`src/logic/u2_ctrl_macros.svh`:
```
//////////////////////////////
// Settings addresses are word addresses on the 8-bit settings bus
// Widths here must agree with the types in the package
//////////////////////////////
`ifndef U2_CTRL_MACROS_SVH
`define U2_CTRL_MACROS_SVH

// Settings bus register bases
`define U2_SR_MISC        0
`define U2_SR_SIMTIMER    8
`define U2_SR_TIME64      10
`define U2_SR_IRQ         20

// Bus and vector widths
`define U2_SET_AW         8
`define U2_SET_DW         32
`define U2_IRQ_W          8
`define U2_RB_AW          4

// Bump when the register map changes
`define U2_COMPAT_NUM     32'd5

// LEDs 1 to 4 show hardware status out of reset
`define U2_LED_SRC_RST    8'b0001_1110

// Default dsp_clk rate in ticks per second
`define U2_TICKS_PER_SEC  100000000

`endif
```
`src/logic/u2_ctrl_pkg.sv`:
```
//////////////////////////////
// Shared types of the control plane, all on dsp_clk
//////////////////////////////
`include "u2_ctrl_macros.svh"

package u2_ctrl_pkg;

   // One settings write, strobe is a single-cycle pulse
   typedef struct packed {
      logic                  stb;
      logic [`U2_SET_AW-1:0] addr;
      logic [`U2_SET_DW-1:0] data;
   } set_bus_t;

   // Hardware status pins
   typedef struct packed {
      logic run_tx;
      logic run_rx;
      logic clk_status;
      logic serdes_link_up;
   } board_status_t;

   // Board control outputs
   typedef struct packed {
      logic       clock_ready;
      logic [1:0] clk_en;
      logic [1:0] clk_sel;
      logic       ser_enable;
      logic       ser_prbsen;
      logic       ser_loopen;
      logic       ser_rx_en;
      logic       adc_oe_a;
      logic       adc_on_a;
      logic       adc_oe_b;
      logic       adc_on_b;
      logic       phy_resetn;
   } misc_ctrl_t;

   typedef struct packed {
      logic [31:0] secs;
      logic [31:0] ticks;
   } vita_fields_t;

   // Raw count for snapshots, split view for rollover and readback
   typedef union packed {
      logic [63:0]  raw;
      vita_fields_t f;
   } vita_time_t;

   // Interrupt vector, pps is bit 0
   typedef struct packed {
      logic [`U2_IRQ_W-4:0] rsvd;
      logic                 periodic;
      logic                 onetime;
      logic                 pps;
   } irq_t;

endpackage

```
`src/logic/u2_ctrl_top.sv`:
```
//////////////////////////////
// Radio core control plane, single dsp_clk domain
// Settings writes have no handshake and are never stalled
//////////////////////////////
`include "u2_ctrl_macros.svh"

module u2_ctrl_top
   import u2_ctrl_pkg::*;
#(
   parameter int unsigned TICKS_PER_SEC = `U2_TICKS_PER_SEC
) (
   input  logic                  dsp_clk,
   input  logic                  rst_i,
   input  set_bus_t              set_bus_i,
   input  board_status_t         status_i,
   input  logic                  pps_i,
   input  logic [`U2_RB_AW-1:0]  rb_addr_i,
   output misc_ctrl_t            ctrl_o,
   output logic [7:0]            leds_o,
   output logic                  irq_o,
   output logic [`U2_SET_DW-1:0] rb_data_o
);

   logic       onetime_int;
   logic       periodic_int;
   logic       pps_int;
   vita_time_t vita_time;
   vita_time_t vita_pps;

   //////////////////////////////
   // Board control and LEDs
   misc_ctrl_regs u_misc (
      .dsp_clk   (dsp_clk),
      .rst_i     (rst_i),
      .set_bus_i (set_bus_i),
      .status_i  (status_i),
      .ctrl_o    (ctrl_o),
      .leds_o    (leds_o)
   );

   //////////////////////////////
   // Timers
   simple_timer u_timer (
      .dsp_clk        (dsp_clk),
      .rst_i          (rst_i),
      .set_bus_i      (set_bus_i),
      .onetime_int_o  (onetime_int),
      .periodic_int_o (periodic_int)
   );

   time_64bit #(
      .TICKS_PER_SEC (TICKS_PER_SEC)
   ) u_time (
      .dsp_clk     (dsp_clk),
      .rst_i       (rst_i),
      .set_bus_i   (set_bus_i),
      .pps_i       (pps_i),
      .vita_time_o (vita_time),
      .vita_pps_o  (vita_pps),
      .pps_int_o   (pps_int)
   );

   //////////////////////////////
   // Interrupts and readback
   status_readback u_status (
      .dsp_clk        (dsp_clk),
      .rst_i          (rst_i),
      .set_bus_i      (set_bus_i),
      .pps_int_i      (pps_int),
      .onetime_int_i  (onetime_int),
      .periodic_int_i (periodic_int),
      .vita_time_i    (vita_time),
      .vita_pps_i     (vita_pps),
      .rb_addr_i      (rb_addr_i),
      .irq_o          (irq_o),
      .rb_data_o      (rb_data_o)
   );

endmodule

```
`src/logic/status_readback.sv`:
```
//////////////////////////////
// Pending bits stay set until cleared by a settings write
// Readback is one cycle behind rb_addr_i
//////////////////////////////
`include "u2_ctrl_macros.svh"

module status_readback
   import u2_ctrl_pkg::*;
(
   input  logic                  dsp_clk,
   input  logic                  rst_i,
   input  set_bus_t              set_bus_i,
   input  logic                  pps_int_i,
   input  logic                  onetime_int_i,
   input  logic                  periodic_int_i,
   input  vita_time_t            vita_time_i,
   input  vita_time_t            vita_pps_i,
   input  logic [`U2_RB_AW-1:0]  rb_addr_i,
   output logic                  irq_o,
   output logic [`U2_SET_DW-1:0] rb_data_o
);

   localparam logic [`U2_SET_AW-1:0] ADDR_MASK  = `U2_SR_IRQ + 0;
   localparam logic [`U2_SET_AW-1:0] ADDR_CLEAR = `U2_SR_IRQ + 1;
   localparam int                    PAD_W      = `U2_SET_DW - `U2_IRQ_W;

   irq_t irq_new;
   irq_t irq_clr;
   irq_t pending;
   irq_t mask;

   always_comb begin
      irq_new          = '0;
      irq_new.pps      = pps_int_i;
      irq_new.onetime  = onetime_int_i;
      irq_new.periodic = periodic_int_i;
   end

   assign irq_clr = (set_bus_i.stb && (set_bus_i.addr == ADDR_CLEAR)) ?
                    set_bus_i.data[`U2_IRQ_W-1:0] : '0;

   //////////////////////////////
   // Interrupt latch
   always_ff @(posedge dsp_clk) begin
      if (rst_i) begin
         pending <= '0;
         mask    <= '0;
         irq_o   <= 1'b0;
      end else begin
         // New events win over a clear in the same cycle
         pending <= (pending & ~irq_clr) | irq_new;
         if (set_bus_i.stb && (set_bus_i.addr == ADDR_MASK))
            mask <= set_bus_i.data[`U2_IRQ_W-1:0];
         irq_o <= |(pending & mask);
      end
   end

   //////////////////////////////
   // Readback mux
   always_ff @(posedge dsp_clk) begin
      case (rb_addr_i)
         4'd0:    rb_data_o <= `U2_COMPAT_NUM;
         4'd1:    rb_data_o <= vita_time_i.f.secs;
         4'd2:    rb_data_o <= vita_time_i.f.ticks;
         4'd3:    rb_data_o <= vita_pps_i.f.secs;
         4'd4:    rb_data_o <= vita_pps_i.f.ticks;
         4'd5:    rb_data_o <= {{PAD_W{1'b0}}, pending};
         4'd6:    rb_data_o <= {{PAD_W{1'b0}}, mask};
         default: rb_data_o <= '0;
      endcase
   end

endmodule

```
`src/logic/time_64bit.sv`:
```
//////////////////////////////
// Seconds only advance on tick rollover, TICKS_PER_SEC must exceed 1
// pps_i is asynchronous and goes through two flops first
//////////////////////////////
`include "u2_ctrl_macros.svh"

module time_64bit
   import u2_ctrl_pkg::*;
#(
   parameter int unsigned TICKS_PER_SEC = `U2_TICKS_PER_SEC
) (
   input  logic       dsp_clk,
   input  logic       rst_i,
   input  set_bus_t   set_bus_i,
   input  logic       pps_i,
   output vita_time_t vita_time_o,
   output vita_time_t vita_pps_o,
   output logic       pps_int_o
);

   localparam logic [`U2_SET_AW-1:0] ADDR_SECS  = `U2_SR_TIME64 + 0;
   localparam logic [`U2_SET_AW-1:0] ADDR_TICKS = `U2_SR_TIME64 + 1;
   localparam logic [31:0]           LAST_TICK  = TICKS_PER_SEC - 1;

   logic        wr_secs;
   logic        wr_ticks;
   logic [31:0] secs_hold;
   logic [1:0]  pps_sync;
   logic        pps_prev;
   logic        pps_rise;

   assign wr_secs  = set_bus_i.stb && (set_bus_i.addr == ADDR_SECS);
   assign wr_ticks = set_bus_i.stb && (set_bus_i.addr == ADDR_TICKS);

   // Seconds wait here until the ticks write
   always_ff @(posedge dsp_clk) begin
      if (wr_secs)
         secs_hold <= set_bus_i.data;
   end

   //////////////////////////////
   // Time counter
   always_ff @(posedge dsp_clk) begin
      if (rst_i) begin
         vita_time_o.raw <= '0;
      end else if (wr_ticks) begin
         vita_time_o.f.secs  <= secs_hold;
         vita_time_o.f.ticks <= set_bus_i.data;
      end else if (vita_time_o.f.ticks == LAST_TICK) begin
         vita_time_o.f.ticks <= '0;
         vita_time_o.f.secs  <= vita_time_o.f.secs + 1'b1;
      end else begin
         vita_time_o.f.ticks <= vita_time_o.f.ticks + 1'b1;
      end
   end

   //////////////////////////////
   // PPS synchronizer and edge detect
   always_ff @(posedge dsp_clk) begin
      if (rst_i) begin
         pps_sync  <= '0;
         pps_prev  <= 1'b0;
         pps_int_o <= 1'b0;
      end else begin
         pps_sync  <= {pps_sync[0], pps_i};
         pps_prev  <= pps_sync[1];
         pps_int_o <= pps_rise;
      end
   end

   assign pps_rise = pps_sync[1] & ~pps_prev;

   // Snapshot lands with the interrupt pulse
   always_ff @(posedge dsp_clk) begin
      if (pps_rise)
         vita_pps_o.raw <= vita_time_o.raw;
   end

endmodule

```
`src/logic/simple_timer.sv`:
```
//////////////////////////////
// Countdowns in dsp_clk cycles, a write of 0 stops a timer
// A new write restarts the count from the written value
//////////////////////////////
`include "u2_ctrl_macros.svh"

module simple_timer
   import u2_ctrl_pkg::*;
(
   input  logic     dsp_clk,
   input  logic     rst_i,
   input  set_bus_t set_bus_i,
   output logic     onetime_int_o,
   output logic     periodic_int_o
);

   localparam logic [`U2_SET_AW-1:0] ADDR_ONETIME  = `U2_SR_SIMTIMER + 0;
   localparam logic [`U2_SET_AW-1:0] ADDR_PERIODIC = `U2_SR_SIMTIMER + 1;

   logic                  wr_onetime;
   logic                  wr_periodic;
   logic [`U2_SET_DW-1:0] onetime_cnt;
   logic [`U2_SET_DW-1:0] period;
   logic [`U2_SET_DW-1:0] periodic_cnt;

   assign wr_onetime  = set_bus_i.stb && (set_bus_i.addr == ADDR_ONETIME);
   assign wr_periodic = set_bus_i.stb && (set_bus_i.addr == ADDR_PERIODIC);

   //////////////////////////////
   // One-shot, fires when the count leaves 1
   always_ff @(posedge dsp_clk) begin
      if (rst_i) begin
         onetime_cnt   <= '0;
         onetime_int_o <= 1'b0;
      end else begin
         onetime_int_o <= !wr_onetime && (onetime_cnt == 1);
         if (wr_onetime)
            onetime_cnt <= set_bus_i.data;
         else if (onetime_cnt != 0)
            onetime_cnt <= onetime_cnt - 1'b1;
      end
   end

   //////////////////////////////
   // Periodic, reloads from the stored period
   always_ff @(posedge dsp_clk) begin
      if (rst_i) begin
         period         <= '0;
         periodic_cnt   <= '0;
         periodic_int_o <= 1'b0;
      end else begin
         periodic_int_o <= !wr_periodic && (period != 0) && (periodic_cnt == 1);
         if (wr_periodic) begin
            period       <= set_bus_i.data;
            periodic_cnt <= set_bus_i.data;
         end else if (period != 0) begin
            periodic_cnt <= (periodic_cnt == 1) ? period : periodic_cnt - 1'b1;
         end
      end
   end

endmodule

```
`src/logic/misc_ctrl_regs.sv`:
```
//////////////////////////////
// Misc board control registers and LED source select
// LED bits with led_src set follow status_i with no register
//////////////////////////////
`include "u2_ctrl_macros.svh"

module misc_ctrl_regs
   import u2_ctrl_pkg::*;
(
   input  logic          dsp_clk,
   input  logic          rst_i,
   input  set_bus_t      set_bus_i,
   input  board_status_t status_i,
   output misc_ctrl_t    ctrl_o,
   output logic [7:0]    leds_o
);

   localparam logic [`U2_SET_AW-1:0] ADDR_CLK     = `U2_SR_MISC + 0;
   localparam logic [`U2_SET_AW-1:0] ADDR_SER     = `U2_SR_MISC + 1;
   localparam logic [`U2_SET_AW-1:0] ADDR_ADC     = `U2_SR_MISC + 2;
   localparam logic [`U2_SET_AW-1:0] ADDR_LED_SW  = `U2_SR_MISC + 3;
   localparam logic [`U2_SET_AW-1:0] ADDR_PHY     = `U2_SR_MISC + 4;
   localparam logic [`U2_SET_AW-1:0] ADDR_LED_SRC = `U2_SR_MISC + 6;

   logic [4:0] clk_reg;
   logic [3:0] ser_reg;
   logic [3:0] adc_reg;
   logic [7:0] led_sw;
   logic [7:0] led_src;
   logic       phy_reset;
   logic [7:0] led_hw;

   //////////////////////////////
   // Setting registers
   always_ff @(posedge dsp_clk) begin
      if (rst_i) begin
         clk_reg   <= '0;
         ser_reg   <= '0;
         adc_reg   <= '0;
         led_sw    <= '0;
         led_src   <= `U2_LED_SRC_RST;
         phy_reset <= 1'b0;
      end else if (set_bus_i.stb) begin
         case (set_bus_i.addr)
            ADDR_CLK:     clk_reg   <= set_bus_i.data[4:0];
            ADDR_SER:     ser_reg   <= set_bus_i.data[3:0];
            ADDR_ADC:     adc_reg   <= set_bus_i.data[3:0];
            ADDR_LED_SW:  led_sw    <= set_bus_i.data[7:0];
            ADDR_PHY:     phy_reset <= set_bus_i.data[0];
            ADDR_LED_SRC: led_src   <= set_bus_i.data[7:0];
            default: ;
         endcase
      end
   end

   // Field order matches the register bits, top field in the high bit
   always_comb begin
      {ctrl_o.clock_ready, ctrl_o.clk_en, ctrl_o.clk_sel} = clk_reg;
      {ctrl_o.ser_enable, ctrl_o.ser_prbsen, ctrl_o.ser_loopen, ctrl_o.ser_rx_en} = ser_reg;
      {ctrl_o.adc_oe_a, ctrl_o.adc_on_a, ctrl_o.adc_oe_b, ctrl_o.adc_on_b} = adc_reg;
      // PHY reset pin is active low
      ctrl_o.phy_resetn = ~phy_reset;
   end

   //////////////////////////////
   // LED select, 1 = hardware, 0 = software
   assign led_hw = {3'b000, status_i.run_tx, status_i.run_rx,
                    status_i.clk_status, status_i.serdes_link_up, 1'b0};

   assign leds_o = (led_src & led_hw) | (~led_src & led_sw);

endmodule

```
`config.mk`:
```
export PLATFORM = sky130hd
export DESIGN_NAME = u2_ctrl_top
export DESIGN_NICKNAME = d
export VERILOG_FILES = /design/src/logic/u2_ctrl_pkg.sv /design/src/logic/u2_ctrl_top.sv /design/src/logic/status_readback.sv /design/src/logic/time_64bit.sv /design/src/logic/simple_timer.sv /design/src/logic/misc_ctrl_regs.sv
export VERILOG_INCLUDE_DIRS = /design/src /design/src/logic
export SDC_FILE = /design/constraint.sdc
export NUM_CORES = 1
export LEC_CHECK = 0
export BUFFER_PORTS_ARGS = -buffer_cell sky130_fd_sc_hd__buf_2
export CELL_PAD_IN_SITES_DETAIL_PLACEMENT = 0
export CELL_PAD_IN_SITES_GLOBAL_PLACEMENT = 1
export CORE_AREA = 2 2 176 178
export CTS_BUF_LIST = sky130_fd_sc_hd__clkbuf_4 sky130_fd_sc_hd__clkbuf_8 sky130_fd_sc_hd__clkbuf_16
export CTS_CLUSTER_SIZE = 10
export DETAILED_ROUTE_END_ITERATION = 12
export DIE_AREA = 0 0 178 180
export GPL_TIMING_DRIVEN = 1
export PLACE_DENSITY = 0.81
export SLEW_MARGIN = 20
export SYNTH_ARGS = -nofsm -noshare
export SYNTH_HDL_FRONTEND = slang
export SYNTH_SLANG_ARGS = --single-unit
```
`constraint.sdc`:
```
create_clock -name dsp_clk -period 11.8 [get_ports dsp_clk]
set_clock_uncertainty 0.1 [all_clocks]
set_input_delay 0.59 -clock dsp_clk [delete_from_list [all_inputs] [get_ports dsp_clk]]
set_output_delay 0.59 -clock dsp_clk [all_outputs]
set_load 0.02 [all_outputs]
```
==> results of run 1 <==
report_power, final:
part / leakage, µW / switching [µW] / internal [µW]
clock: 0.000611 / 464 / 678
sequential: 0.00285 / 68.6 / 1270
combinational: 0.00290 / 378 / 252
total: 0.00637 / 911 / 2200
worst max path at each step:
stage | start | to | slack, ps
6_report | u_timer.onetime_cnt[11] | u_timer.onetime_cnt[10] | 8290
5_1_grt | u_timer.periodic_cnt[20] | u_timer.periodic_cnt[6] | 7950
4_1_cts | u_timer.periodic_cnt[20] | u_timer.periodic_cnt[6] | 8320
3_5_place_dp | u_timer.periodic_cnt[20] | u_timer.periodic_cnt[6] | 8390
3_3_place_gp | set_bus_i[40] | u_time.vita_time_o[25] | 8450
2_1_floorplan | u_time.pps_sync[1] | u_time.vita_pps_o[0] | 8020
worst reg2reg max path, cell delays in order (launching register included):
cell and delay (ps):
dfxtp_1 350, nor4_1 740, nand3_1 500, nor4_1 830, nand2_1 110, nand2_1 530, o21ai_0 200
Yosys cell counts (4+ instances only):
cell type and count:
buf_1 6, nor2_1 161, and3_1 19, a211oi_1 55, a21boi_0 32, o211ai_1 9, a21oi_1 62, dfxtp_1 245
nor3b_1 4, ha_1 7, a32oi_1 4, mux2_2 36, nor4_1 33, nor2b_1 12, nand2b_1 7, edfxtp_1 96
nand2_1 167, or4_1 11, and4_1 7, o22ai_1 20, nand3_1 45, xor2_1 35, or3_1 14, a22o_1 16
inv_1 14, o21ai_0 68, nand4_1 33, a22oi_1 38, nor3_1 46, and2_1 6, mux2i_1 53, clkbuf_1 84
xnor2_1 66, or2_2 5
metal layers:
layer  up-vias  routed length, µm
li1       5854                  -
met1      5874              19000
met2       337              18700
met3        81               2290
met4         0               1300
met5         -                  0
through the flow:
stage,setup slack [ps],hold WS [ps]
after floorplan,8020,306
after global placement,8450,315
after detailed placement,8390,326
after CTS,8320,204
after global routing,7950,210
final,8290,208
layout make-up:
class                   count  area (µm²)  area share, %
clock buffers              62        1170           6.78
well taps                 396         495           2.88
inverters                  15        56.3          0.327
multi-input cells        1115        6980           40.6
clock inverters             4        33.8          0.196
repair buffers            126         683           3.97
flip-flops and latches    341        7790           45.3
logic make-up (layout without fill, tap and decap cells):
group	Yosys count	after routing	share of synthesized area (%)
and+or+nand+nor	589	589	19.0
DFF	341	341	51.4
AOI/OAI and AO/OA	329	329	14.3
buffers and inverters	108	207	2.74
xor gates and xnor gates	101	101	5.84
muxes	89	89	6.17
adders and majority gates	7	7	0.578
==> impl_metrics.json, run 1 <==
{
  "max-vdd-ir-drop_v": 0.000121,
  "layout_min_cycle_time_ps": 3510,
  "grt.busiest_layer": "met2",
  "layout.cells.non_filler": 2059,
  "async_reset_ff_share_pct": 0,
  "relSlewSlack_pct": 25.6,
  "top_regs": "u_time.vita_pps_o (64), u_time.vita_time_o (64)",
  "coreArea_um2": 30200,
  "end_kind": "flop",
  "dieArea_um2": 32000,
  "mostFrequentLayoutCells": "245 x dfxtp_1, 167 x nand2_1, 159 x nor2_1",
  "min_to": "u_time.pps_sync[0]",
  "fin_crit_sh_pct": 29.7,
  "r2r_end": "u_timer.onetime_cnt[10]",
  "num_io_pins": 107,
  "cp.arrival_ps": 3780,
  "gr-total-overflow": 0,
  "syn-num-nets": 1623,
  "worst_pin_slew_ps": 1110,
  "place_congestion": 0.865,
  "finalHoldViolations": 0,
  "ctsHoldBuffers": 0,
  "stdcell_area_um2": 17200,
  "r2r_cells": 6,
  "cts_root_buf": "clkbuf_16",
  "holdCritStartpoint": "pps_i",
  "required_ps": 12070,
  "maxSlewViolCount": 0,
  "cts_made_buffers": 40,
  "fillers": 2714,
  "syn_avg_cell_area_um2": 9.69,
  "viasPerCell": 5.90,
  "rsz0062_at_grt": "false",
  "rows": 64,
  "cts_tree": "built",
  "area_delta_synth_final_pct": 13.5,
  "synth-seq-cells": 341,
  "fp.dieW_um": 178,
  "p_per_area_nw_per_um2": 181,
  "totalWireLength_mm": 41.3,
  "seq_area_frac_synth_pct": 51.4,
  "start_util_pct": 50.2,
  "cpPeakStageDelay_ps": 830,
  "yosys.area.top_type_share_pct": 32.4,
  "grt_pass1_wl_mm": 65.4,
  "wl_per_cell_um": 20.1,
  "critical_path.max_fanout": 17,
  "htreeDepth": 2,
  "remaining_drc_errors": 0,
  "status": "finished clean",
  "ys_warn_count": 0,
  "critical_path_class": "reg2reg",
  "power_leakage_uw": 0.00637,
  "synth_flop_cell": "dfxtp_1",
  "fmax_mhz": 285,
  "syn-cell-area_um2": 15200,
  "grt_pass1_vias": 11500,
  "final_common_cell": "dfxtp_1",
  "cts-resized-gates": 0,
  "dp.cells": 1993,
  "synthTopCellsByArea": "dfxtp_1 32%, edfxtp_1 19%, nand2_1 4.1%",
  "hp-class": "in2reg",
  "firstDrtPassIters": 5,
  "num_vias": 12100,
  "grt_max_degree": 70,
  "synth_top_cell_by_area": "dfxtp_1",
  "grtUsageMet1_pct": 37.2,
  "fin_util_pct": 57.0,
  "reg2reg_from": "u_timer.onetime_cnt[11]",
  "die_h_um": 180,
  "clk_latency_ps": 530,
  "start_kind": "flop",
  "max-clock-path-buffers": 3,
  "path_cells": "nor4_1 -> nand3_1 -> nor4_1 -> nand2_1 -> nand2_1 -> o21ai_0",
  "grt_usage_pct": 25.7,
  "cts.sinks": 341,
  "cp.depth": 6,
  "cp_num_buf_inv": 0,
  "drt_iter0_markers": 1048,
  "p_total_uw": 3110,
  "clkSlewWorstSetupHoldPaths_ps": 60,
  "hold_depth": 2,
  "yosysUniqueCellTypes": 63,
  "met3_usage_pct": 3.34,
  "worst_path_max_delay_cell": "nor4_1",
  "port_buffers": 106,
  "met2_usage_pct": 39.8,
  "syn_inst": 1564,
  "post_cts_buffers": 0,
  "cap_violations": 0,
  "drive_gt1_share_pct": 15.2,
  "setup_viol": 0,
  "n_antenna_cell": 0,
  "post-dp-hpwl_mm": 27.9,
  "tns_ps": 0,
  "r2r_setup_slack_ps": 8290,
  "cp_top_family": "simple AND/OR/NAND/NOR gates",
  "final_nets": 1698,
  "ant_nets": 0,
  "antenna_found_initial": 0,
  "placed_cell_area_um2": 16000,
  "synth_edf_count": 96
}
(Power assumes the default switching activity.)
==> run 2, diff against run 1 <==
- CORE_AREA: 2 2 176 178 -> 2 2 183 185
- DIE_AREA: 0 0 178 180 -> 0 0 185 187
- PLACE_DENSITY: 0.81 -> 0.76
- clock period: 11.8 -> 3.65 ns (I/O delays scaled with it)
==> impl_metrics.json, run 2 (synthesis gave the netlist of run 1 again) <==
{
  "critPathMostFrequentCell": "or4_4",
  "setup_viol": 0,
  "viasPerCell": 5.69,
  "fp.dieW_um": 185,
  "finalHoldViolations": 0,
  "cts_made_buffers": 40,
  "grt_max_degree": 73,
  "worst_path_max_delay_cell": "or4_4",
  "holdCritStartpoint": "set_bus_i[36]",
  "p_total_uw": 10300,
  "final_nets": 1757,
  "worst_pin_slew_ps": 993,
  "p_per_area_nw_per_um2": 576,
  "cts-resized-gates": 0,
  "cap_violations": 0,
  "power_leakage_uw": 0.00666,
  "fmax_mhz": 346,
  "area_delta_synth_final_pct": 17.7,
  "ctsHoldBuffers": 36,
  "grt_usage_pct": 24.1,
  "top_regs": "u_time.vita_pps_o (64), u_time.vita_time_o (64)",
  "required_ps": 4010,
  "n_antenna_cell": 0,
  "num_vias": 12400,
  "cts_tree": "built",
  "remaining_drc_errors": 0,
  "final_common_cell": "dfxtp_1",
  "critical_path_class": "reg2reg",
  "cts.sinks": 341,
  "stdcell_area_um2": 17800,
  "mostFrequentLayoutCells": "245 x dfxtp_1, 167 x nand2_1, 159 x nor2_1",
  "drive_gt1_share_pct": 16.2,
  "ant_nets": 0,
  "place_congestion": 0.848,
  "fillers": 3023,
  "setup_slack_ps": 760,
  "rsz0062_at_grt": "false",
  "r2r_cells": 6,
  "antenna_found_initial": 0,
  "end_kind": "flop",
  "hp-class": "in2reg",
  "start_kind": "flop",
  "num_io_pins": 107,
  "coreArea_um2": 32900,
  "grt_pass1_vias": 11800,
  "multi_input_area_um2": 6980,
  "status": "finished clean",
  "critical_path.max_fanout": 6,
  "cp.arrival_ps": 3250,
  "dieArea_um2": 34600,
  "post-place-ws_ps": 775,
  "area.sequential_um2": 7790,
  "start_util_pct": 46.1,
  "gr-total-overflow": 0,
  "drt_iter0_markers": 911,
  "maxSlewViolCount": 0,
  "reg2reg_from": "u_time.vita_time_o[10]",
  "placed_cell_area_um2": 16200,
  "grt_pass1_wl_mm": 66.4,
  "max-clock-path-buffers": 3,
  "fin_crit_sh_pct": 79.2,
  "path_cells": "or4_1 -> or3_4 -> or4_4 -> or4_4 -> xor2_1 -> a211oi_2",
  "rows": 67,
  "post-dp-hpwl_mm": 28.4,
  "r2r_end": "u_time.vita_time_o[60]",
  "firstDrtPassIters": 5,
  "max-vdd-ir-drop_v": 0.000368,
  "fin_util_pct": 54.3,
  "totalWireLength_mm": 41.6,
  "clk_latency_ps": 530,
  "die_h_um": 187,
  "wl_per_cell_um": 19.1,
  "tns_ps": 0,
  "cp_top_family": "simple AND/OR/NAND/NOR gates",
  "hold_depth": 4,
  "htreeDepth": 2,
  "clkSlewWorstSetupHoldPaths_ps": 60,
  "cp_num_buf_inv": 0,
  "min_to": "u_time.vita_time_o[40]",
  "port_buffers": 106,
  "cpPeakStageDelay_ps": 540,
  "post_cts_buffers": 0,
  "relSlewSlack_pct": 33.5,
  "cts_root_buf": "clkbuf_16",
  "r2r_setup_slack_ps": 760,
  "layout_min_cycle_time_ps": 2890
}
-- run 2: changes by cell type in the layout (fill, tap and decap cells not counted) --
cell / delta
buf_4: +23
clkbuf_4: +2
clkinv_1: -1
clkinv_2: +1
dlygate4sd3_1: +36
inv_16: +1
-- run 2: power breakdown --
group          internal, µW  switching (µW)
Sequential             4110             219
Combinational           932            1250
Clock                  2230            1540
Total                  7280            3010
-- run 2: worst max-delay path by stage --
| stage | start | end | slack (ps) | depth (start not counted) |
|---|---|---|---|---|
| 6_report | u_time.vita_time_o[10] | u_time.vita_time_o[60] | 760 | 6 |
| 5_1_grt | u_timer.onetime_cnt[21] | u_timer.onetime_cnt[7] | 670 | 6 |
| 4_1_cts | u_time.vita_time_o[10] | u_time.vita_time_o[60] | 760 | 6 |
| 3_5_place_dp | u_time.vita_time_o[10] | u_time.vita_time_o[60] | 780 | 6 |
| 3_3_place_gp | u_time.vita_time_o[10] | u_time.vita_time_o[60] | 800 | 6 |
| 2_1_floorplan | u_time.vita_time_o[10] | u_time.vita_time_o[60] | 800 | 7 |
-- run 2: layout make-up --
cell class	count	area share (%)
multi-input cells	1115	39.1
repair buffers	185	6.82
clock inverters	5	0.309
flip-flops and latches	341	43.7
inverters	15	0.316
well taps	448	3.14
clock buffers	64	6.62
-- run 2: worst min-delay path, cell delays in order --
cell	delay (ps)
buf_2	110
nor3b_1	70
nand3_1	140
a211oi_1	80
-- run 2: through the flow --
stage	std cells	hold slack, ps
after floorplan	1564	155
after global placement	2068	296
after detailed placement	2068	303
after CTS	2173	6.42
after global routing	2173	27.9
final	2173	2.64
-- run 2: metal layers --
| metal | GRT usage [%] | vias to the layer above | share of wire, % |
|---|---|---|---|
| li1 | - | 5977 | - |
| met1 | 33.6 | 5962 | 45 |
| met2 | 38.9 | 361 | 46 |
| met3 | 3.76 | 69 | 5.8 |
| met4 | 6.50 | 0 | 2.3 |
| met5 | 0 | - | 0 |
==> run 3, diff against run 2 <==
- CORE_AREA: 2 2 183 185 -> 2 2 191 193
- DIE_AREA: 0 0 185 187 -> 0 0 193 195
- PLACE_DENSITY: 0.76 -> 0.73
- clock period: 3.65 -> 2.3 ns (I/O delays scaled with it)
==> impl_metrics.json, run 3 (synthesis gave the netlist of run 1 again) <==
{
  "area_delta_synth_final_pct": 30.4,
  "num_io_pins": 107,
  "cts_made_buffers": 41,
  "critPathMostFrequentCell": "or4_4",
  "drive_gt1_share_pct": 27.0,
  "grt_max_degree": 161,
  "power_frac_comb_pct": 26.1,
  "relSlewSlack_pct": 47.6,
  "grt_pass1_vias": 12400,
  "final_common_cell": "dfxtp_1",
  "totalWireLength_mm": 44.7,
  "ant_nets": 0,
  "stdcell_area_um2": 19800,
  "start_kind": "flop",
  "cts_tree": "built",
  "sw_frac_of_total_pct": 29.8,
  "end_kind": "flop",
  "post-dp-hpwl_mm": 30.7,
  "drt_iter0_markers": 872,
  "hp-class": "in2reg",
  "grt_pass1_wl_mm": 69.8,
  "firstDrtPassIters": 7,
  "top_regs": "u_time.vita_pps_o (64), u_time.vita_time_o (64)",
  "cp.arrival_ps": 3040,
  "rows": 69,
  "clkSlewWorstSetupHoldPaths_ps": 60,
  "fin_crit_sh_pct": 116,
  "gr-total-overflow": 0,
  "place_congestion": 0.850,
  "htreeDepth": 2,
  "start_util_pct": 42.8,
  "die_h_um": 195,
  "dieArea_um2": 37600,
  "critical_path_class": "reg2reg",
  "cts.sinks": 341,
  "cts_root_buf": "clkbuf_16",
  "grt_usage_pct": 23.6,
  "port_buffers": 106,
  "tns_ps": -5120,
  "final_nets": 1902,
  "coreArea_um2": 35400,
  "max-clock-path-buffers": 3,
  "fin_util_pct": 55.8,
  "finalHoldViolations": 0,
  "critical_path.max_fanout": 4,
  "path_cells": "or4_1 -> or3_4 -> or4_4 -> or4_4 -> xor2_2 -> a211oi_2",
  "p_clk_share_pct": 35.1,
  "p_int_uw": 12400,
  "placed_cell_area_um2": 17300,
  "fp.dieW_um": 193,
  "num_vias": 12800,
  "violations": "negative setup slack",
  "cap_violations": 0,
  "viasPerCell": 5.50,
  "fmax_mhz": 375,
  "worst_path_max_delay_cell": "or4_4",
  "wl_per_cell_um": 19.2,
  "p_seq_share_pct": 38.9,
  "layout_min_cycle_time_ps": 2670,
  "power_leakage_uw": 0.00765,
  "setup_slack_ps": -368,
  "p_per_area_nw_per_um2": 893,
  "max-vdd-ir-drop_v": 0.000481,
  "switchingPower_uw": 5260,
  "p_total_uw": 17700,
  "antenna_found_initial": 0,
  "required_ps": 2670,
  "setup_viol": 54,
  "status": "complete, but fails checks",
  "maxSlewViolCount": 0,
  "n_antenna_cell": 0,
  "worst_pin_slew_ps": 785,
  "clk_latency_ps": 550,
  "mostFrequentLayoutCells": "239 x dfxtp_1, 162 x nand2_1, 155 x nor2_1",
  "cpPeakStageDelay_ps": 530,
  "rsz0062_at_grt": "true",
  "remaining_drc_errors": 0
}
==> run 3: metrics by stage <==
step	hold WS [ps]	std cells	setup slack [ps]
3_3_place_gp	238	2201	-387
4_1_cts	24.1	2321	-338
3_5_place_dp	247	2201	-389
2_1_floorplan	87.8	1564	-429
6_report	38.4	2330	-368
5_1_grt	76.9	2330	-413
==> run 3: critical path, delay by kind of cell, from the launching register on <==
family | cells | cell delay [ps]
flip-flops | 1 | 310
XOR/XNOR | 1 | 170
AO/OA/AOI/OAI | 1 | 170
AND/OR/NAND/NOR | 4 | 1850
==> run 3: what timing repair did <==
action / 4_1_cts / 5_1_grt
cloned: 3 / 1
pin swaps: 32 / 48
setup buffers: 7 / 12
hold buffers: 41 / 0
gates resized for setup: 47 / 96
setup endpoints to repair: 80 / 97
hold endpoints to repair: 189 / 0
==> run 3: final timing paths <==
path	slack, ps	cells after the start	to	start
worst max-delay path	-370	6	u_time.vita_time_o[60]	u_time.vita_time_o[31]
worst min-delay path	40	5	u_misc.phy_reset	set_bus_i[34]
worst max register to register	-370	6	u_time.vita_time_o[60]	u_time.vita_time_o[31]
worst min register to register	340	2	u_status.pending[0]	u_time.pps_int_o
==> run 3: layout make-up <==
type,instances,area [µm²]
fill,3151,15600
sequential,341,7790
multi-input combinational,1116,7530
timing repair buffer,328,2520
clock buffer,63,1200
tap,461,577
clock inverter,6,77.6
inverter,15,56.3
==> run 3: per-layer routing <==
| layer | vias to the layer above | part of all wire, % | track usage, % |
|---|---|---|---|
| li1 | 6266 | - | - |
| met1 | 6166 | 45 | 32.6 |
| met2 | 317 | 48 | 38.7 |
| met3 | 71 | 4.5 | 3.34 |
| met4 | 0 | 2.3 | 6.71 |
| met5 | - | 0 | 0 |
==> run 3: power groups by stage <==
stage / clock, µW / sequential (µW) / combinational [µW]
finish: 6190 / 6870 / 4600
global route: 6580 / 6910 / 5020
CTS: 6270 / 6830 / 4210
detailed placement: 0 / 6950 / 4030
global placement: 0 / 6940 / 3980
floorplan: 0 / 6930 / 2610
